--- src/rtl/sb_consts.svh ---
`ifndef SB_CONSTS_SVH
`define SB_CONSTS_SVH

// physical address width, wide enough for the 12 bit page offset plus index bits
`define SB_PLEN 16

// data path width, byte enables are a eighth of it
`define SB_XLEN 64

// depth of the speculative queue, stores wait here until commit or flush
`define SB_DEPTH_SPEC 4

// depth of the commit queue, committed stores wait here for a memory grant
`define SB_DEPTH_COMMIT 4

// number of data words in the memory
`define SB_MEM_WORDS 256

`endif

--- src/rtl/lsu_op_pkg.sv ---
package lsu_op_pkg;

    // ----------------------------------------------------------------------
    // core side encodings
    // ----------------------------------------------------------------------

    // store opcodes as issued by the core, one per access width
    typedef enum logic [1:0] {
        SB = 2'd0,
        SH = 2'd1,
        SW = 2'd2,
        SD = 2'd3
    } lsu_op_e;

    // access size in log2 bytes, so a size value n covers 2**n bytes
    typedef enum logic [1:0] {
        BYTE  = 2'd0,
        HALF  = 2'd1,
        WORD  = 2'd2,
        DWORD = 2'd3
    } acc_size_e;

endpackage

--- src/rtl/store_req_if.sv ---
`timescale 1ns/1ps
`include "sb_consts.svh"

// one decoded store on its way from decode into the store buffer
interface store_req_if import lsu_op_pkg::*; ();

    // single cycle push strobe, never raised for a misaligned store
    logic                    valid;
    // physical address of the store
    logic [`SB_PLEN-1:0]     paddr;
    // store data already moved into its byte lanes
    logic [`SB_XLEN-1:0]     data;
    // byte enables matching the lanes of data
    logic [`SB_XLEN/8-1:0]   be;
    // access size of the store
    acc_size_e               size;

    // the decode stage produces the store
    modport decode (
        output valid, paddr, data, be, size
    );

    // the store buffer consumes it
    modport buffer (
        input  valid, paddr, data, be, size
    );

endinterface

--- src/rtl/store_decode.sv ---
`timescale 1ns/1ps
`include "sb_consts.svh"

module store_decode import lsu_op_pkg::*; (
    input  logic                 st_valid_i,
    input  lsu_op_e              st_op_i,
    input  logic [`SB_PLEN-1:0]  st_addr_i,
    input  logic [`SB_XLEN-1:0]  st_data_i,
    output logic                 misaligned_o,
    store_req_if.decode          req
);

    localparam int unsigned BE_W = `SB_XLEN / 8;

    // unshifted byte mask for the access size
    logic [BE_W-1:0] be_base;
    // address bits that must be zero for the access size
    logic            unaligned;

    // ----------------------------------------------------------------------
    // size and alignment
    // ----------------------------------------------------------------------

    // each opcode maps to one access size and a mask of that many low bytes
    always_comb begin : p_size
        req.size  = BYTE;
        be_base   = 8'h01;
        unaligned = 1'b0;
        case (st_op_i)
            SB: begin
                req.size  = BYTE;
                be_base   = 8'h01;
                unaligned = 1'b0;
            end
            SH: begin
                req.size  = HALF;
                be_base   = 8'h03;
                unaligned = st_addr_i[0];
            end
            SW: begin
                req.size  = WORD;
                be_base   = 8'h0f;
                unaligned = |st_addr_i[1:0];
            end
            SD: begin
                req.size  = DWORD;
                be_base   = 8'hff;
                unaligned = |st_addr_i[2:0];
            end
            default: begin
                req.size  = BYTE;
                be_base   = 8'h01;
                unaligned = 1'b0;
            end
        endcase
    end

    // a misaligned store is reported in the same cycle and never pushed
    assign misaligned_o = st_valid_i & unaligned;
    assign req.valid    = st_valid_i & ~unaligned;
    assign req.paddr    = st_addr_i;

    // the byte offset inside the word selects the lanes
    assign req.be   = be_base << st_addr_i[2:0];
    assign req.data = st_data_i << {st_addr_i[2:0], 3'b000};

    // an aligned push keeps all of its bytes inside the word
    always_comb begin : p_be_check
        assert #0 (!req.valid || ($countones(req.be) == (1 << req.size)))
            else $error("store_decode: byte enables %h do not fit size %s",
                        req.be, req.size.name());
    end

endmodule

--- src/flat_wrapper.sv ---
// flat-port wrapper written by rule: the top's interface ports become plain ports
module store_decode_flat import lsu_op_pkg::*;
  (st_valid_i, st_op_i, st_addr_i, st_data_i, misaligned_o, req_valid, req_paddr, req_data, req_be, req_size);
  store_req_if req_i ();
  input  logic st_valid_i;
  input  lsu_op_e st_op_i;
  input  logic [`SB_PLEN-1:0] st_addr_i;
  input  logic [`SB_XLEN-1:0] st_data_i;
  output logic misaligned_o;
  output wire logic [$bits(req_i.valid)-1:0] req_valid;
  output wire logic [$bits(req_i.paddr)-1:0] req_paddr;
  output wire logic [$bits(req_i.data)-1:0] req_data;
  output wire logic [$bits(req_i.be)-1:0] req_be;
  output wire logic [$bits(req_i.size)-1:0] req_size;
  assign req_valid = req_i.valid;
  assign req_paddr = req_i.paddr;
  assign req_data = req_i.data;
  assign req_be = req_i.be;
  assign req_size = req_i.size;
  store_decode u_core (.st_valid_i(st_valid_i), .st_op_i(st_op_i), .st_addr_i(st_addr_i), .st_data_i(st_data_i), .misaligned_o(misaligned_o), .req(req_i));
endmodule
--- config.mk ---
export PLATFORM = sky130hd
export DESIGN_NAME = store_decode_flat
export DESIGN_NICKNAME = d
export VERILOG_FILES = /design/src/rtl/lsu_op_pkg.sv /design/src/rtl/store_req_if.sv /design/src/rtl/store_decode.sv /design/src/flat_wrapper.sv
export VERILOG_INCLUDE_DIRS = /design/src /design/src/rtl
export SDC_FILE = /design/constraint.sdc
export NUM_CORES = 1
export LEC_CHECK = 0
export BUFFER_PORTS_ARGS = -buffer_cell sky130_fd_sc_hd__buf_2
export CORE_ASPECT_RATIO = 0.5
export CORE_MARGIN = 2
export CORE_UTILIZATION = 29
export DETAILED_ROUTE_END_ITERATION = 8
export PLACE_DENSITY = 0.59
export SETUP_SLACK_MARGIN = 0.05
export SYNTH_ARGS = -nofsm -noshare
export SYNTH_HDL_FRONTEND = slang
export SYNTH_SLANG_ARGS = --single-unit
--- constraint.sdc ---
create_clock -name vclk -period 1.85
set_input_delay 0.37 -clock vclk [all_inputs]
set_output_delay 0.37 -clock vclk [all_outputs]
set_load 0.01 [all_outputs]
Yosys cells after proc, flatten, opt, wreduce, memory -nomap -nowiden --
Cells that the tools add are included.
Operators by class: bitwise logic cells 3, reductions and logical operators 3, equality and inequality tests 3, shift operators 2, multiplexer cells 3
Operators by type and width (number):
- << shifter 64 x 6 -> 64 bit | 1
- one-hot mux 8 bit (4 select lines) | 1
- one-hot mux 2 bit (4 select lines) | 1
- << shifter 8 x 3 -> 8 bit | 1
- == test 2 bit (second input constant) | 2
- one-hot mux 1 bit (4 select lines) | 1
- OR reduction 3 bit | 1
- AND 1 bit | 2
- == test 2 x 1 -> 1 bit (second input constant) | 1
- logical NOT 2 bit | 1
- OR reduction 2 bit | 1
- inverter 1 bit | 1
Storage, ports and cells: word-level logic and storage cells 14, bits of input ports 83, register bits 0, output and inout port bits 92

Longest topological paths before layout --
Gate-level depths: netlist (run 1).
depth after elaboration 4, depth in mapped cells 6, depth with buffers taken out 3

Worst setup path after synthesis (run 1) --
OpenSTA, ideal clock, no wires.
path kind input -> output, start in st_addr_i[0], end out req_data[48], data required time 1480 ps, buffers on the path 3, stages on the path 5, data arrival time 1354 ps, slack 126 ps, cells stage by stage buf_6 -> buf_12 -> buf_6 -> a2bb2oi_1 -> a221oi_1
Between the ends: cells in the longest elaborated chain, start to end 1
Ends and longest elaborated chain:
- start: declaration | RTL line flat_wrapper.sv:7 | input logic [`SB_PLEN-1:0] st_addr_i;
- << shifter 64 x 6 -> 64 bit | RTL line store_decode.sv:65 | assign req.data = st_data_i << {st_addr_i[2:0], 3'b000};
- end: declaration | RTL line flat_wrapper.sv:12 | output wire logic [$bits(req_i.data)-1:0] req_data;
Every way passes these cells.

Final worst setup path (run 1) --
start in st_addr_i[0], end out req_data[58]
Same word-level chain as after synthesis.

==> results.md, run 1 <==
* Total of warnings raised by yosys at 0
* Worst slew slack as a fraction of its limit at 0.789
* Placement Setup Slack at -0.120 ns
* Width of the chip at around 130 um
* Total DRC errors in the routed layout at 0
* Post-Synthesis Net Count at 369
* Seq/Total Area, Yosys at 0
* Chain of cells forming the critical path: buf_12, buf_12, mux4_2, nand2_2, o221ai_2, buf_2
* Count of sequential standard cells at 0
* Crit path time final at around 1.8 ns
* Count of input and output buffers at about 150
* Required @ worst endpoint at 1.48 ns
* Fraction of the core area covered by cells at the end of the flow at 0.505
* Static Leak at 1.84 nW
* Worst hold margin at ~0.74 ns
* Cts hold-fix bufs at 0
* Total I/O pin count at ~180
* Antenna violation net count after detailed routing at 0
* Worst-case setup margin in the final layout at 0.00812 ns
* Layout Area Growth over Synthesis at 66.9%
* Maximum clock frequency at around 0.54 GHz
* Startpoint class of the critical path: input pin
* Number of detailed-route iterations in the first pass at 4
* Layout clock buffer count at 0
* Detailed router's first-iteration violation count at approximately 220
* Core area at 7430 um^2
* Worst min-delay path class: in -> out
* Pin count of the biggest net entering global routing at 41
* Setup TNS at 0 ns
* Dominant cell type by count on the critical path: sky130_fd_sc_hd__buf_12
* Fraction of post-synthesis cell area in the top cell type by area at 0.285
* Arrival time reported for the critical path endpoint at 1.47 ns
* Overall die area at 8530 um^2
* Actual transition at the worst max-transition pin at 0.307 ns
* Global-route wire length before repair at 13.6 mm
* Crit path max-delay cell type: sky130_fd_sc_hd__mux4_2
* Nets at 522
* Routed via count divided by cell count at roughly 5.4
* Final-report setup violation count at 0
* Via count of the first global-routing pass at 2627
* Final Hold Viols at 0
* Total Wirelength at 9.40 mm
* Max-slew violation count at 0
* GRT overflow at 0
* Worst setup EP type: primary output
* Final GP Congestion at 0.851
* Initial Utilization at 0.303
* Category of the critical setup timing path: in -> out
* Post-synthesis instance area at roughly 2300 um^2
* Reg area at 0 um^2
* DIE HEIGHT at approximately 66 um
* Share of layout cells above drive strength 1 at 0.604
* Overall Global Routing Usage at 0.197
* Most frequent cell after synthesis: sky130_fd_sc_hd__mux2i_1
* Syn_area_per_cell at 7.87 um^2
* Run status: finished clean
* Critical Path Fanout Max at 6
* Netlist cell types at 34
* Routed length per placed instance at between 15 and 20 um
* Share of the cycle needed by the critical path after routing at 0.996
* Number of max-cap violations at 0
* Post-detailed-placement half-perimeter wirelength at between 6 and 7 mm
* Cell type with the largest total area after synthesis: sky130_fd_sc_hd__mux2i_1
* Number of filler instances in the final layout at approximately 710
* Number of antenna violations at the first check in global routing at 0
* Max incr delay on CP at 0.53 ns
* Syn Inst Count at around 290
* Largest cells by area after synthesis: sky130_fd_sc_hd__mux2i_1, sky130_fd_sc_hd__buf_4, sky130_fd_sc_hd__o21ai_0
* Routed vias at 2863
* Unrepaired setup endpoints after global routing: true
* Diode insertion count for antenna repair at 0
* Worst voltage drop across the vdd grid at around 73 uV
* Row cnt at 22
* Leading post-synthesis cells by instance count: sky130_fd_sc_hd__mux2i_1, sky130_fd_sc_hd__o21ai_0, sky130_fd_sc_hd__buf_4
* Power density over cell area at 284 nW/um^2
-- cells by family (layout without fill, tap and decap cells) --
group,Yosys count,count (layout),share of synthesized area
simple gates,70,70,0.171
compound gates,89,89,0.280
mux,72,72,0.370
buf+inv,55,206,0.179
-- placed cells by master (no fill, tap or decap), types with 3 or more instances in the layout --
| master | Yosys | final |
|---|---|---|
| sky130_fd_sc_hd__a211oi_1 | 11 | 10 |
| sky130_fd_sc_hd__a221oi_2 | 0 | 8 |
| sky130_fd_sc_hd__a2bb2oi_2 | 0 | 6 |
| sky130_fd_sc_hd__and2_1 | 8 | 6 |
| sky130_fd_sc_hd__buf_12 | 2 | 12 |
| sky130_fd_sc_hd__buf_2 | 11 | 142 |
| sky130_fd_sc_hd__buf_4 | 20 | 31 |
| sky130_fd_sc_hd__buf_6 | 7 | 13 |
| sky130_fd_sc_hd__bufbuf_16 | 0 | 3 |
| sky130_fd_sc_hd__mux2i_1 | 64 | 55 |
| sky130_fd_sc_hd__mux2i_2 | 0 | 4 |
| sky130_fd_sc_hd__mux2i_4 | 0 | 5 |
| sky130_fd_sc_hd__mux4_2 | 5 | 7 |
| sky130_fd_sc_hd__nand2_1 | 10 | 7 |
| sky130_fd_sc_hd__nand2_2 | 0 | 3 |
| sky130_fd_sc_hd__nand3b_1 | 8 | 8 |
| sky130_fd_sc_hd__nor2_1 | 18 | 13 |
| sky130_fd_sc_hd__nor2_2 | 1 | 6 |
| sky130_fd_sc_hd__nor2b_1 | 17 | 14 |
| sky130_fd_sc_hd__o21a_1 | 9 | 9 |
| sky130_fd_sc_hd__o21ai_0 | 29 | 25 |
| sky130_fd_sc_hd__o21ai_1 | 1 | 4 |
| sky130_fd_sc_hd__o221ai_2 | 0 | 8 |
| sky130_fd_sc_hd__o22a_1 | 8 | 8 |
-- through the flow --
stage,area (um^2),total power [mW],instances
after floorplan,2250,0.532,286
after global placement,3170,0.865,522
after detailed placement,3170,0.870,522
after CTS,3490,0.975,530
after global routing,3760,1.14,533
final,3760,1.07,533
-- worst max-delay path: cells and delay by family --
family / cells / cell delay [ns]
AOI/OAI and AO/OA: 1 / 0.08
buffers and inverters: 3 / 0.39
muxes: 1 / 0.53
and+or+nand+nor: 1 / 0.10
-- repair_timing --
action	4_1_cts	5_1_grt
buffers inserted	4	2
gates cloned	4	1
gates resized for setup	41	49
pin swaps	8	10
setup endpoints to repair	43	55
-- per-layer routing --
layer,share of wire,vias to the layer above,global-route usage
met4,0.014,0,0.0367
li1,-,1373,-
met3,0.063,14,0.0121
met2,0.47,85,0.331
met1,0.45,1391,0.280
met5,0,-,0
-- where the power goes --
part / switching [mW] / internal, mW
registers: 0 / 0
clock network: 0 / 0
logic: 0.520 / 0.549
-- layout make-up --
class	count	area, um^2	area share
multi-input cells	231	2130	0.568
well taps	96	120	0.0320
repair buffers	204	1500	0.398
inverters	2	7.51	0.00200
-- worst paths after layout --
path           from             to  slack, ns  cells after the start
max    st_addr_i[0]   req_data[58]      0.008                      6
min   st_addr_i[10]  req_paddr[10]       0.74                      0
Note: power is estimated with default switching activity, not from simulation.
==> run 2, diff against run 1 <==
--- a/config.mk
+++ b/config.mk
@@ -9,9 +9,9 @@
 export BUFFER_PORTS_ARGS = -buffer_cell sky130_fd_sc_hd__buf_2
 export CORE_ASPECT_RATIO = 0.5
 export CORE_MARGIN = 2
-export CORE_UTILIZATION = 29
+export CORE_UTILIZATION = 42
 export DETAILED_ROUTE_END_ITERATION = 8
-export PLACE_DENSITY = 0.59
+export PLACE_DENSITY = 0.81
 export SETUP_SLACK_MARGIN = 0.05
 export SYNTH_ARGS = -nofsm -noshare
 export SYNTH_HDL_FRONTEND = slang
==> run 2 against run 1 <==
Net effect:
- the run now ends with setup timing left
- cell count is 6.2% lower
- sequential share of layout area is the same
- non-clock buffer count shrank 7
- design area decreased by 13%
- first-iteration DRC count decreased by 26%
- combinational power fell by 14%
- hold slack is the same
- maximum frequency is 0.81% lower
- die area decreased by 30%
- flip-flop and latch count is the same
- global-route usage is 3.3 points higher
- core utilization grew 14 points
==> results.md, run 2 (synthesis gave the netlist of run 1 again) <==
* Run status: finished, violations left
* Failing checks: setup timing
* Number of max-cap violations at 0
* Endpoint with the worst hold slack: req_paddr[10]
* Most frequent standard cell in the layout excluding fill and tap cells: sky130_fd_sc_hd__buf_2
* Routed vias at 2870
* Number of detailed-route iterations in the first pass at 5
* Antenna violation net count after detailed routing at 0
* Count of input and output buffers at 149
* Initial Utilization at 0.446
* Worst voltage drop across the vdd grid at around 130 uV
* Chain of cells forming the critical path: buf_16, buf_4, mux2i_2, o22a_1, o21ai_0, buf_2
* Worst min-delay path class: in -> out
* Reg area at 0 um^2
* Static Leak at around 1.7 nW
* Core area at 5040 um^2
* Met2 demand-to-capacity share in global routing at 0.371
* Routed via count divided by cell count at around 5.7
* Commonest non-fill, non-tap cells in the layout: sky130_fd_sc_hd__buf_2, sky130_fd_sc_hd__mux2i_1, sky130_fd_sc_hd__buf_4, sky130_fd_sc_hd__o21ai_0, sky130_fd_sc_hd__nor2_1
* Layout clock buffer count at 0
* Met3 global-route usage at 0.0211
* Worst setup EP type: primary output
* Total DRC errors in the routed layout at 0
* Setup TNS at -0.00695 ns
* Total Wirelength at approximately 8.4 mm
* Worst slew slack as a fraction of its limit at 0.815
* Global-route wire length before repair at 11.7 mm
* Pin count of the biggest net entering global routing at 27
* Final GP Congestion at between 0.9 and 1
* Diode insertion count for antenna repair at 0
* Number of antenna violations at the first check in global routing at 0
* Actual transition at the worst max-transition pin at 0.274 ns
* Share of layout cells above drive strength 1 at 0.512
* Overall die area at between 5000 and 6000 um^2
* Crit path time final at 1.86 ns
* Startpoint class of the critical path: input pin
* Share of the cycle needed by the critical path after routing at 1.00
* Critical Path Fanout Max at 19
* Nets at just over 500
* Number of filler instances in the final layout at 454
* Max incr delay on CP at between 0.2 and 0.3 ns
* Buffering stage count on the worst path with inverters included at 3
* Final-report setup violation count at 1
* Cell family with the largest share of critical-path delay: buffers and inverters
* Power density over cell area at 280 nW/um^2
* Layout Area Growth over Synthesis at 45.6%
* Final Hold Viols at 0
* Max-slew violation count at 0
* Fraction of met1 tracks used by global routing at 0.329
* Total I/O pin count at between 150 and 200
* Unrepaired setup endpoints after global routing: true
* Category of the critical setup timing path: in -> out
* Maximum clock frequency at roughly 0.54 GHz
* Overall Global Routing Usage at 0.229
* Hold Crit Depth at 0
* Hold Startpoint: st_addr_i[10]
* Required @ worst endpoint at approximately 1.5 ns
* Detailed router's first-iteration violation count at around 170
* GRT busiest layer: met2
* Arrival time reported for the critical path endpoint at 1.49 ns
* Area taken by multi-input logic gates at between 1500 and 2000 um^2
* Via count of the first global-routing pass at between 2000 and 2500
* GRT overflow at 0
* Post-detailed-placement half-perimeter wirelength at 5.97 mm
* Cts hold-fix bufs at 0
* Fraction of the core area covered by cells at the end of the flow at 0.650
* Row cnt at 18
* Width of the chip at between 100 and 150 um
* DIE HEIGHT at 55.8 um
* Routed length per placed instance at 16.7 um
* Worst-case setup margin in the final layout at -0.00695 ns
* Count of sequential standard cells at 0
* Crit path max-delay cell type: sky130_fd_sc_hd__mux2i_2
[run 2: cell types whose count changed in the layout (fill, tap and decap cells not counted), sizes merged]
cell / before / now
clkbuf: 1 / 4
bufbuf: 3 / 0
buf: 200 / 193
[run 2: area by class of cell]
class                           instances  share of cell area
Inverter                                2             0.00229
Multi-Input combinational cell        231               0.592
Tap cell                               70              0.0267
Timing Repair Buffer                  197               0.379
[run 2: worst max path at each step]
stage,cells past startpoint,from,to
final,6,st_addr_i[0],req_data[47]
after global routing,6,st_addr_i[0],req_data[47]
after CTS,6,st_addr_i[0],req_data[40]
after detailed placement,6,st_addr_i[0],req_data[44]
after global placement,6,st_addr_i[0],req_data[56]
after floorplan,5,st_addr_i[0],req_data[48]
[run 2: report_power, final]
part | leakage, nW | switching [mW] | total (mW) | internal (mW)
Combinational | 1.70 | 0.464 | 0.917 | 0.453
Sequential | 0 | 0 | 0 | 0
Clock | 0 | 0 | 0 | 0
[run 2: per-stage QoR]
step / hold WS (ns) / worst slack (ns) / area (um^2) / power, mW / instances
after floorplan: 0.832 / 0.126 / 2250 / 0.532 / 286
after global placement: 0.740 / -0.148 / 3060 / 0.824 / 494
after detailed placement: 0.740 / -0.189 / 3060 / 0.835 / 494
after CTS: 0.740 / 0.00350 / 3100 / 0.849 / 494
after global routing: 0.740 / -0.0813 / 3280 / 0.980 / 500
final: 0.740 / -0.00695 / 3280 / 0.917 / 500
[run 2: repair_timing]
action | 4_1_cts | 5_1_grt
gates resized for setup | 11 | 21
gates cloned | 0 | 3
pin swaps | 1 | 5
setup endpoints to repair | 49 | 40
buffers inserted | 0 | 3
[run 2: metal layers]
| layer | routed length [um] | part of all wire |
|---|---|---|
| met1 | 3570 | 0.43 |
| met4 | 142 | 0.017 |
| met2 | 3860 | 0.46 |
| met5 | 0 | 0 |
| met3 | 785 | 0.094 |
