==> src/rtl/sb_consts.svh <==
`ifndef SB_CONSTS_SVH
`define SB_CONSTS_SVH

// physical address width, wide enough for the 12 bit page offset plus index bits
`define SB_PLEN 16

// data path width, byte enables are a eighth of it
`define SB_XLEN 64

// depth of the speculative queue, stores wait here until commit or flush
`define SB_DEPTH_SPEC 4

// depth of the commit queue, committed stores wait here for a memory grant
`define SB_DEPTH_COMMIT 4

// number of data words in the memory
`define SB_MEM_WORDS 256

`endif

==> src/rtl/lsu_op_pkg.sv <==
package lsu_op_pkg;

    // ----------------------------------------------------------------------
    // core side encodings
    // ----------------------------------------------------------------------

    // store opcodes as issued by the core, one per access width
    typedef enum logic [1:0] {
        SB = 2'd0,
        SH = 2'd1,
        SW = 2'd2,
        SD = 2'd3
    } lsu_op_e;

    // access size in log2 bytes, so a size value n covers 2**n bytes
    typedef enum logic [1:0] {
        BYTE  = 2'd0,
        HALF  = 2'd1,
        WORD  = 2'd2,
        DWORD = 2'd3
    } acc_size_e;

endpackage

==> src/rtl/mem_port_pkg.sv <==
`include "sb_consts.svh"

package mem_port_pkg;

    // ----------------------------------------------------------------------
    // memory side types
    // ----------------------------------------------------------------------

    // width of a word index into the data memory
    localparam int unsigned WORD_ADDR_W = $clog2(`SB_MEM_WORDS);

    // word index, taken from the address bits just above the byte offset
    typedef logic [WORD_ADDR_W-1:0] word_addr_t;

    // one store as held in either queue of the store buffer
    typedef struct packed {
        logic [`SB_PLEN-1:0]     paddr;
        logic [`SB_XLEN-1:0]     data;
        logic [`SB_XLEN/8-1:0]   be;
        lsu_op_pkg::acc_size_e   size;
        // the entry holds a live store, used by the page offset check
        logic                    valid;
    } sb_entry_t;

endpackage

==> src/rtl/store_req_if.sv <==
`timescale 1ns/1ps
`include "sb_consts.svh"

// one decoded store on its way from decode into the store buffer
interface store_req_if import lsu_op_pkg::*; ();

    // single cycle push strobe, never raised for a misaligned store
    logic                    valid;
    // physical address of the store
    logic [`SB_PLEN-1:0]     paddr;
    // store data already moved into its byte lanes
    logic [`SB_XLEN-1:0]     data;
    // byte enables matching the lanes of data
    logic [`SB_XLEN/8-1:0]   be;
    // access size of the store
    acc_size_e               size;

    // the decode stage produces the store
    modport decode (
        output valid, paddr, data, be, size
    );

    // the store buffer consumes it
    modport buffer (
        input  valid, paddr, data, be, size
    );

endinterface

==> src/rtl/store_buffer.sv <==
`timescale 1ns/1ps
`include "sb_consts.svh"

module store_buffer import mem_port_pkg::*; (
    input  logic                   clk_i,
    input  logic                   rst_ni,
    input  logic                   flush_i,
    store_req_if.buffer            req,
    input  logic                   commit_i,
    output logic                   commit_ready_o,
    output logic                   ready_o,
    input  logic                   ld_valid_i,
    input  logic [`SB_PLEN-1:0]    ld_addr_i,
    output logic                   page_offset_matches_o,
    output logic                   mem_req_o,
    input  logic                   mem_gnt_i,
    output word_addr_t             mem_waddr_o,
    output logic [`SB_XLEN-1:0]    mem_wdata_o,
    output logic [`SB_XLEN/8-1:0]  mem_wbe_o,
    output logic                   no_st_pending_o,
    output logic                   empty_o
);

    localparam int unsigned SPEC_PTR_W   = $clog2(`SB_DEPTH_SPEC);
    localparam int unsigned COMMIT_PTR_W = $clog2(`SB_DEPTH_COMMIT);

    // stores that may still be flushed
    sb_entry_t spec_q_q [`SB_DEPTH_SPEC-1:0];
    sb_entry_t spec_q_n [`SB_DEPTH_SPEC-1:0];
    // stores that will reach memory no matter what
    sb_entry_t commit_q_q [`SB_DEPTH_COMMIT-1:0];
    sb_entry_t commit_q_n [`SB_DEPTH_COMMIT-1:0];

    logic [SPEC_PTR_W-1:0]   spec_rd_q, spec_rd_n;
    logic [SPEC_PTR_W-1:0]   spec_wr_q, spec_wr_n;
    logic [SPEC_PTR_W:0]     spec_cnt_q, spec_cnt_n;
    logic [COMMIT_PTR_W-1:0] commit_rd_q, commit_rd_n;
    logic [COMMIT_PTR_W-1:0] commit_wr_q, commit_wr_n;
    logic [COMMIT_PTR_W:0]   commit_cnt_q, commit_cnt_n;

    // ----------------------------------------------------------------------
    // speculative queue, fed by decode
    // ----------------------------------------------------------------------

    // one slot is held back so that a push in the cycle of a full count
    // still fits while a commit frees the head
    assign ready_o = (spec_cnt_q < (`SB_DEPTH_SPEC - 1)) || commit_i;

    always_comb begin : p_spec_next
        spec_q_n   = spec_q_q;
        spec_rd_n  = spec_rd_q;
        spec_wr_n  = spec_wr_q;
        spec_cnt_n = spec_cnt_q;

        // a push lands at the write pointer as a valid entry
        if (req.valid) begin
            spec_q_n[spec_wr_q].paddr = req.paddr;
            spec_q_n[spec_wr_q].data  = req.data;
            spec_q_n[spec_wr_q].be    = req.be;
            spec_q_n[spec_wr_q].size  = req.size;
            spec_q_n[spec_wr_q].valid = 1'b1;
            spec_wr_n  = spec_wr_q + 1'b1;
            spec_cnt_n = spec_cnt_n + 1'b1;
        end

        // commit hands the oldest entry to the commit queue
        if (commit_i) begin
            spec_q_n[spec_rd_q].valid = 1'b0;
            spec_rd_n  = spec_rd_q + 1'b1;
            spec_cnt_n = spec_cnt_n - 1'b1;
        end

        // flush drops every speculative store, a push in this cycle included
        if (flush_i) begin
            for (int unsigned i = 0; i < `SB_DEPTH_SPEC; i++) begin
                spec_q_n[i].valid = 1'b0;
            end
            spec_wr_n  = spec_rd_q;
            spec_cnt_n = '0;
        end
    end

    // ----------------------------------------------------------------------
    // commit queue, drained into memory
    // ----------------------------------------------------------------------

    assign commit_ready_o  = (commit_cnt_q < `SB_DEPTH_COMMIT);
    assign no_st_pending_o = (commit_cnt_q == '0);
    assign empty_o         = (spec_cnt_q == '0) && no_st_pending_o;

    // the head entry is presented to memory for as long as it is valid
    assign mem_req_o   = commit_q_q[commit_rd_q].valid;
    assign mem_waddr_o = commit_q_q[commit_rd_q].paddr[WORD_ADDR_W+2:3];
    assign mem_wdata_o = commit_q_q[commit_rd_q].data;
    assign mem_wbe_o   = commit_q_q[commit_rd_q].be;

    always_comb begin : p_commit_next
        commit_q_n   = commit_q_q;
        commit_rd_n  = commit_rd_q;
        commit_wr_n  = commit_wr_q;
        commit_cnt_n = commit_cnt_q;

        // a granted write retires the head
        if (mem_req_o && mem_gnt_i) begin
            commit_q_n[commit_rd_q].valid = 1'b0;
            commit_rd_n  = commit_rd_q + 1'b1;
            commit_cnt_n = commit_cnt_n - 1'b1;
        end

        // the speculative head moves over with its valid flag still set
        if (commit_i) begin
            commit_q_n[commit_wr_q] = spec_q_q[spec_rd_q];
            commit_wr_n  = commit_wr_q + 1'b1;
            commit_cnt_n = commit_cnt_n + 1'b1;
        end
    end

    // ----------------------------------------------------------------------
    // page offset checker
    // ----------------------------------------------------------------------

    // bits 11:3 pick the double word inside the page, a load that shares
    // them with any pending store has to wait for the drain
    always_comb begin : p_offset_check
        page_offset_matches_o = 1'b0;
        for (int unsigned i = 0; i < `SB_DEPTH_COMMIT; i++) begin
            if (commit_q_q[i].valid && (commit_q_q[i].paddr[11:3] == ld_addr_i[11:3])) begin
                page_offset_matches_o = ld_valid_i;
            end
        end
        for (int unsigned i = 0; i < `SB_DEPTH_SPEC; i++) begin
            if (spec_q_q[i].valid && (spec_q_q[i].paddr[11:3] == ld_addr_i[11:3])) begin
                page_offset_matches_o = ld_valid_i;
            end
        end
        // the store entering the queue in this cycle counts as well
        if (req.valid && (req.paddr[11:3] == ld_addr_i[11:3])) begin
            page_offset_matches_o = ld_valid_i;
        end
    end

    always_ff @(posedge clk_i or negedge rst_ni) begin : p_spec_regs
        if (!rst_ni) begin
            spec_q_q   <= '{default: '0};
            spec_rd_q  <= '0;
            spec_wr_q  <= '0;
            spec_cnt_q <= '0;
        end else begin
            spec_q_q   <= spec_q_n;
            spec_rd_q  <= spec_rd_n;
            spec_wr_q  <= spec_wr_n;
            spec_cnt_q <= spec_cnt_n;
        end
    end

    always_ff @(posedge clk_i or negedge rst_ni) begin : p_commit_regs
        if (!rst_ni) begin
            commit_q_q   <= '{default: '0};
            commit_rd_q  <= '0;
            commit_wr_q  <= '0;
            commit_cnt_q <= '0;
        end else begin
            commit_q_q   <= commit_q_n;
            commit_rd_q  <= commit_rd_n;
            commit_wr_q  <= commit_wr_n;
            commit_cnt_q <= commit_cnt_n;
        end
    end

    // ----------------------------------------------------------------------
    // assertions
    // ----------------------------------------------------------------------

    // commit and flush are decided in the same core stage and exclude each other
    a_commit_flush: assert property (@(posedge clk_i) disable iff (!rst_ni)
        flush_i |-> !commit_i)
        else $error("store_buffer: commit and flush in the same cycle");

    a_spec_overflow: assert property (@(posedge clk_i) disable iff (!rst_ni)
        (spec_cnt_q == `SB_DEPTH_SPEC) |-> !req.valid)
        else $error("store_buffer: push into a full speculative queue");

    a_spec_underflow: assert property (@(posedge clk_i) disable iff (!rst_ni)
        (spec_cnt_q == '0) |-> !commit_i)
        else $error("store_buffer: commit with no speculative store");

    a_commit_overflow: assert property (@(posedge clk_i) disable iff (!rst_ni)
        (commit_cnt_q == `SB_DEPTH_COMMIT) |-> !commit_i)
        else $error("store_buffer: commit into a full commit queue");

endmodule

==> src/flat_wrapper.sv <==
// flat-port wrapper written by rule: the top's interface ports become plain ports
module store_buffer_flat import mem_port_pkg::*;
  (clk_i, rst_ni, flush_i, commit_i, commit_ready_o, ready_o, ld_valid_i, ld_addr_i, page_offset_matches_o, mem_req_o, mem_gnt_i, mem_waddr_o, mem_wdata_o, mem_wbe_o, no_st_pending_o, empty_o, req_valid, req_paddr, req_data, req_be, req_size);
  store_req_if req_i ();
  input  logic clk_i;
  input  logic rst_ni;
  input  logic flush_i;
  input  logic commit_i;
  output logic commit_ready_o;
  output logic ready_o;
  input  logic ld_valid_i;
  input  logic [`SB_PLEN-1:0] ld_addr_i;
  output logic page_offset_matches_o;
  output logic mem_req_o;
  input  logic mem_gnt_i;
  output word_addr_t mem_waddr_o;
  output logic [`SB_XLEN-1:0] mem_wdata_o;
  output logic [`SB_XLEN/8-1:0] mem_wbe_o;
  output logic no_st_pending_o;
  output logic empty_o;
  input wire logic [$bits(req_i.valid)-1:0] req_valid;
  input wire logic [$bits(req_i.paddr)-1:0] req_paddr;
  input wire logic [$bits(req_i.data)-1:0] req_data;
  input wire logic [$bits(req_i.be)-1:0] req_be;
  input wire logic [$bits(req_i.size)-1:0] req_size;
  assign req_i.valid = req_valid;
  assign req_i.paddr = req_paddr;
  assign req_i.data = req_data;
  assign req_i.be = req_be;
  assign req_i.size = req_size;
  store_buffer u_core (.clk_i(clk_i), .rst_ni(rst_ni), .flush_i(flush_i), .req(req_i), .commit_i(commit_i), .commit_ready_o(commit_ready_o), .ready_o(ready_o), .ld_valid_i(ld_valid_i), .ld_addr_i(ld_addr_i), .page_offset_matches_o(page_offset_matches_o), .mem_req_o(mem_req_o), .mem_gnt_i(mem_gnt_i), .mem_waddr_o(mem_waddr_o), .mem_wdata_o(mem_wdata_o), .mem_wbe_o(mem_wbe_o), .no_st_pending_o(no_st_pending_o), .empty_o(empty_o));
endmodule
==> config.mk <==
export PLATFORM = sky130hd
export DESIGN_NAME = store_buffer_flat
export DESIGN_NICKNAME = d
export VERILOG_FILES = /design/src/rtl/lsu_op_pkg.sv /design/src/rtl/mem_port_pkg.sv /design/src/rtl/store_req_if.sv /design/src/rtl/store_buffer.sv /design/src/flat_wrapper.sv
export VERILOG_INCLUDE_DIRS = /design/src /design/src/rtl
export SDC_FILE = /design/constraint.sdc
export NUM_CORES = 1
export LEC_CHECK = 0
export ABC_AREA = 1
export BUFFER_PORTS_ARGS = -buffer_cell sky130_fd_sc_hd__clkbuf_2
export CAP_MARGIN = 20
export CORE_ASPECT_RATIO = 2
export CORE_MARGIN = 1.5
export CORE_UTILIZATION = 40
export CTS_BUF_LIST = sky130_fd_sc_hd__clkbuf_16
export CTS_CLUSTER_DIAMETER = 30
export DETAILED_ROUTE_END_ITERATION = 16
export HOLD_SLACK_MARGIN = 0.1
export PLACE_DENSITY = 0.66
export SYNTH_ARGS = -nofsm -noshare
export SYNTH_HDL_FRONTEND = slang
export SYNTH_SLANG_ARGS = --single-unit
==> constraint.sdc <==
create_clock -name clk_i -period 4.15 [get_ports clk_i]
set_clock_uncertainty 0.05 [all_clocks]
set_input_delay 0.415 -clock clk_i [delete_from_list [all_inputs] [get_ports clk_i]]
set_output_delay 0.415 -clock clk_i [all_outputs]
set_load 0.1 [all_outputs]
# After elaboration in Yosys (flattened, before gate mapping)
# Index checks and enable logic that the tools add are counted.
# totals
inputBits	113
regBits	742
# op_classes
eq_ne	9
order_cmp	10
addsub	8
muxes	52
reduce_logical	19
# ops
cell	count
$bwmux 364	8
$demux 91 s2	8
$mux 364	4
$bmux 91 s2	2
$mux 91	3
$mux 86	1
$eq 9x9->1	9
$mux 75	1
$mux 3	6
$mux 1	16
$logic_and 1x1->1	15
$lt 2x3->1 const B	4
$mux 11	1
$add 2x1->2 const B	4
$ge 2x1->1 const B	4
$add 3x1->3 const B	2
$logic_not 3->1	2
$sub 3x1->3 const B	2
$mux 2	2
$lt 3x2->1 const B	1
$lt 3x3->1 const B	1
$reduce_bool 2->1	1
$logic_or 1x1->1	1

# Depth between registers and ports, before layout
# depth
depth_word	13
depth_mapped	12

# Worst setup path before layout
# Ideal clock, no wire load.
# synth_path
path_kind	register to output
startpoint	register u_core.commit_cnt_q[0]
endpoint	output empty_o
path_stages_with_launch	7
path_slack_ns	0.267
required_time_ns	3.685
t_arrival_ns	3.418
cell_sequence	dfrtp_1 -> inv_1 -> ha_1 -> inv_1 -> nor2_1 -> nand2_1 -> nor2_1
# synth_between
elab_chain_cells	2
# synth_lines
element	line	rtl
start: declaration	store_buffer.sv:39	logic [COMMIT_PTR_W:0] commit_cnt_q, commit_cnt_n;
start signal: assignment	store_buffer.sv:166	commit_cnt_q <= commit_cnt_n;
$logic_not 3->1	store_buffer.sv:88	assign no_st_pending_o = (commit_cnt_q == '0);
via no_st_pending_o	flat_wrapper.sv:19	output logic no_st_pending_o;
$logic_and 1x1->1	store_buffer.sv:89	assign empty_o = (spec_cnt_q == '0) && no_st_pending_o;
end: declaration	flat_wrapper.sv:20	output logic empty_o;
# The timed path passes the listed nets, and every way through them passes these cells.

# Final worst setup path
# layout_path
startpoint	register u_core.commit_rd_q[0]
endpoint	output mem_wdata_o[49]
# layout_between
elab_chain_cells	2
# layout_lines
element	line	rtl
start: declaration	store_buffer.sv:37	logic [COMMIT_PTR_W-1:0] commit_rd_q, commit_rd_n;
start signal: assignment	store_buffer.sv:164	commit_rd_q <= commit_rd_n;
$bmux 91 s2	store_buffer.sv:94	assign mem_wdata_o = commit_q_q[commit_rd_q].data;
$mux 86	n/a	
end: declaration	flat_wrapper.sv:17	output logic [`SB_XLEN-1:0] mem_wdata_o;
# No other way between the ends. The select of a mux whose other input is x is not followed.

==> impl_metrics.csv <==
group,metric,value,unit
clock_network,cts_tree,"yes",
clock_network,clock_tree.root_cell,"clkbuf_16",
route,drtPass1Iterations,6,
die,die_h,390,µm
synth,async_flop_share,1.00,
worst_setup_path,cp_data_required_time,3680,ps
worst_setup_path,max_stage_delay,590,ps
worst_setup_path,crit_slowest_cell,"buf_4",
synth,ys_types,32,
min_path,hold_path.class,"input pin to flip-flop",
clock_network,cts_made_buffers,103,
synth,synth_area,30000,µm²
clock_network,cts_resized,0,
finish,drive_gt1_frac,0.109,
synth,synth_ff_type,"dfrtp_1",
route,routedWlPerCell,18.5,µm
clock_network,htreeDepth,3,
die,ios,199,
clock_network,clk_pin_slew,50,ps
synth,syn_nets,3667,
global_route,grt_pass1_wl,139,mm
timing,finalSetupViolations,0,
worst_setup_path,crit_chain,"buf_4 -> o21ai_0 -> o22ai_1 -> clkbuf_2",
worst_setup_path,setup.worst_path.end_class,"output port",
route,vias_per_cell,5.33,
route,vias,25077,
clock_network,cts_sinks,670,
route,drtIter0Drc,1518,
clock_network,clockBufferDepth,3,
place,dp_hpwl,53.0,mm
timing,fin_setup_tns,0,ps
worst_setup_path,r2r_slack,1480,ps
synth,synth_top_family_by_area,"compound AO/OA/AOI/OAI gates",
worst_setup_path,path_class,"flip-flop to output port",
timing,tightest_slew,1030,ps
global_route,antenna_found_initial,6,
route,drtAntennaViolNets,0,
synth,yosys_register_bits,670,
finish,finish.net_count,3826,
timing,rsz0062_at_grt,"false",
finish,areaGrowthSynthToFinish,19.3,%
place,io_buffers,182,
timing,period_needed,3420,ps
worst_setup_path,cp.arrival,2950,ps
synth,syn_inst,3532,
synth,synth_edf_count,0,
die,die_w,197,µm
synth,yosysSeqAreaShare,0.559,
global_route,gr-total-overflow,0,
timing,final_max_slew_viol_count,0,
global_route,grt_pass1_vias,25399,
synth,synth_area_per_cell,8.50,µm²
timing,timing.hold.ws,173,ps
timing,maxSlewHeadroom,0.316,
synth,synth_fa_ha_area_frac,0.00917,
worst_setup_path,start_kind,"flip-flop",
min_path,holdPathStages,2,
synth,synth-simple-area-share,0.164,
synth,synth_xor_xnor_area_share,0.0108,
die,start_util,0.405,
timing,fin_crit_sh,0.824,
global_route,grt_start_max_net_pins,123,
route,routed_wirelength,87.0,mm
worst_setup_path,reg2reg_depth,6,
synth,synth-compound-area-share,0.201,
global_route,grt_usage,0.233,
place,gp_congestion,0.929,
worst_setup_path,cp_max_fo,68,
die,fp-row-count,141,
job,drv_cap,0,
die,die-area,76800,µm²
timing,clock.fmax,293,MHz
die,core-area,74100,µm²
outcome,status,"finished, final reports clean",
synth,synth_mux_area_frac,0,
timing,final-hold-violation-count,0,
route,drc,0,
clock_network,insertion_delay,670,ps
synth,yosysWarnings,0,
final cells by class:
type | instances | area [µm²]
Fill cell | 7262 | 38300
Timing Repair Buffer | 314 | 2320
Inverter | 148 | 572
Clock inverter | 80 | 763
Clock buffer | 105 | 2630
Tap cell | 929 | 1160
Sequential cell | 670 | 16800
Multi-Input combinational cell | 2454 | 11600
Antenna cell | 1 | 2.50
registers in the layout, summed over array words and instances (netlist names):
| register | count |
|---|---|
| u_core.commit_cnt_q | 3 |
| u_core.spec_wr_q | 2 |
| u_core.spec_q_q | 328 |
| u_core.commit_wr_q | 2 |
| u_core.spec_rd_q | 2 |
| u_core.commit_rd_q | 2 |
| u_core.commit_q_q | 328 |
| u_core.spec_cnt_q | 3 |
per-stage QoR:
| stage | utilization | std cells | worst slack, ps | area [µm²] |
|---|---|---|---|---|
| 5_1_grt | 0.483 | 4701 | 590 | 35800 |
| 2_1_floorplan | - | 3532 | 267 | 30000 |
| 3_3_place_gp | 0.426 | 4431 | 1360 | 31600 |
| 3_5_place_dp | 0.426 | 4431 | 1330 | 31600 |
| 6_report | 0.483 | 4701 | 732 | 35800 |
| 4_1_cts | 0.483 | 4700 | 696 | 35800 |
logic make-up after synthesis:
group / count (synthesis)
flip-flops: 670
buffers and inverters: 408
AO/OA/AOI/OAI: 1106
adder cells (fa/ha/maj): 22
XOR/XNOR: 35
AND/OR/NAND/NOR: 1291
Yosys cell counts, types with 8 or more instances:
cell,count,share of area
a21oi_1,106,0.018
a32o_1,73,0.024
buf_2,112,0.019
buf_4,8,0.0020
clkbuf_1,138,0.017
dfrtp_1,670,0.56
ha_1,22,0.0092
inv_1,140,0.018
nand2_1,1045,0.13
nand3_1,19,0.0032
nor2_1,216,0.027
o21ai_0,828,0.14
o21ai_1,13,0.0022
o22ai_1,78,0.016
xnor2_1,9,0.0026
xor2_1,25,0.0073
layout by cell type (no fill, tap or decap), types with 2 or more instances in the layout:
master,Yosys,final
xor2_1,25,25
buf_12,0,16
ha_1,22,22
nand4_1,3,3
nand2_1,1045,1037
nand3_1,19,19
clkinv_2,0,13
o21ai_1,13,13
inv_8,0,2
xnor2_1,9,9
o211ai_1,2,2
clkinv_1,2,11
clkinvlp_4,0,8
o22ai_1,78,78
nand2_4,0,8
a221oi_1,2,2
dfrtp_4,0,2
a21oi_1,106,106
inv_16,0,2
dlygate4sd3_1,0,84
bufinv_16,0,9
inv_4,2,2
clkinv_4,0,6
buf_4,8,32
dfrtp_1,670,667
nor2_1,216,216
inv_1,140,156
o21ai_0,828,828
clkbuf_16,0,105
clkbuf_2,0,181
inv_6,0,15
a32o_1,73,73
a211oi_1,2,2
nor3_1,5,5
inv_2,4,2
final timing paths:
path / startpoint / to
max in group asynchronous: rst_ni / u_core.spec_q_q[135]
worst max register to register: u_core.spec_rd_q[0] / u_core.commit_q_q[357]
worst min register to register: u_core.commit_q_q[132] / u_core.commit_q_q[132]
min in group asynchronous: rst_ni / u_core.spec_q_q[208]
worst min-delay path: commit_i / u_core.commit_wr_q[0]
worst max-delay path: u_core.commit_rd_q[0] / mem_wdata_o[49]
repair_timing:
item | CTS | global route
setup buffers | 0 | 0
hold buffers | 84 | 0
setup endpoints to repair | 0 | 0
hold endpoints to repair | 426 | 0
critical path, delay by kind of cell, from the launching register on:
family | cells | cell delay (ps)
AO/OA/AOI/OAI | 2 | 630
buffers and inverters | 2 | 1140
flip-flops | 1 | 440
routing by layer:
layer,routed length [µm],global-route usage
met3,4230,0.0364
met2,44000,0.414
met4,3910,0.115
met5,55,0
met1,34800,0.270
Power is not shown: default switching activity piles up to over one toggle a cycle in this logic, so the estimate is an artifact.
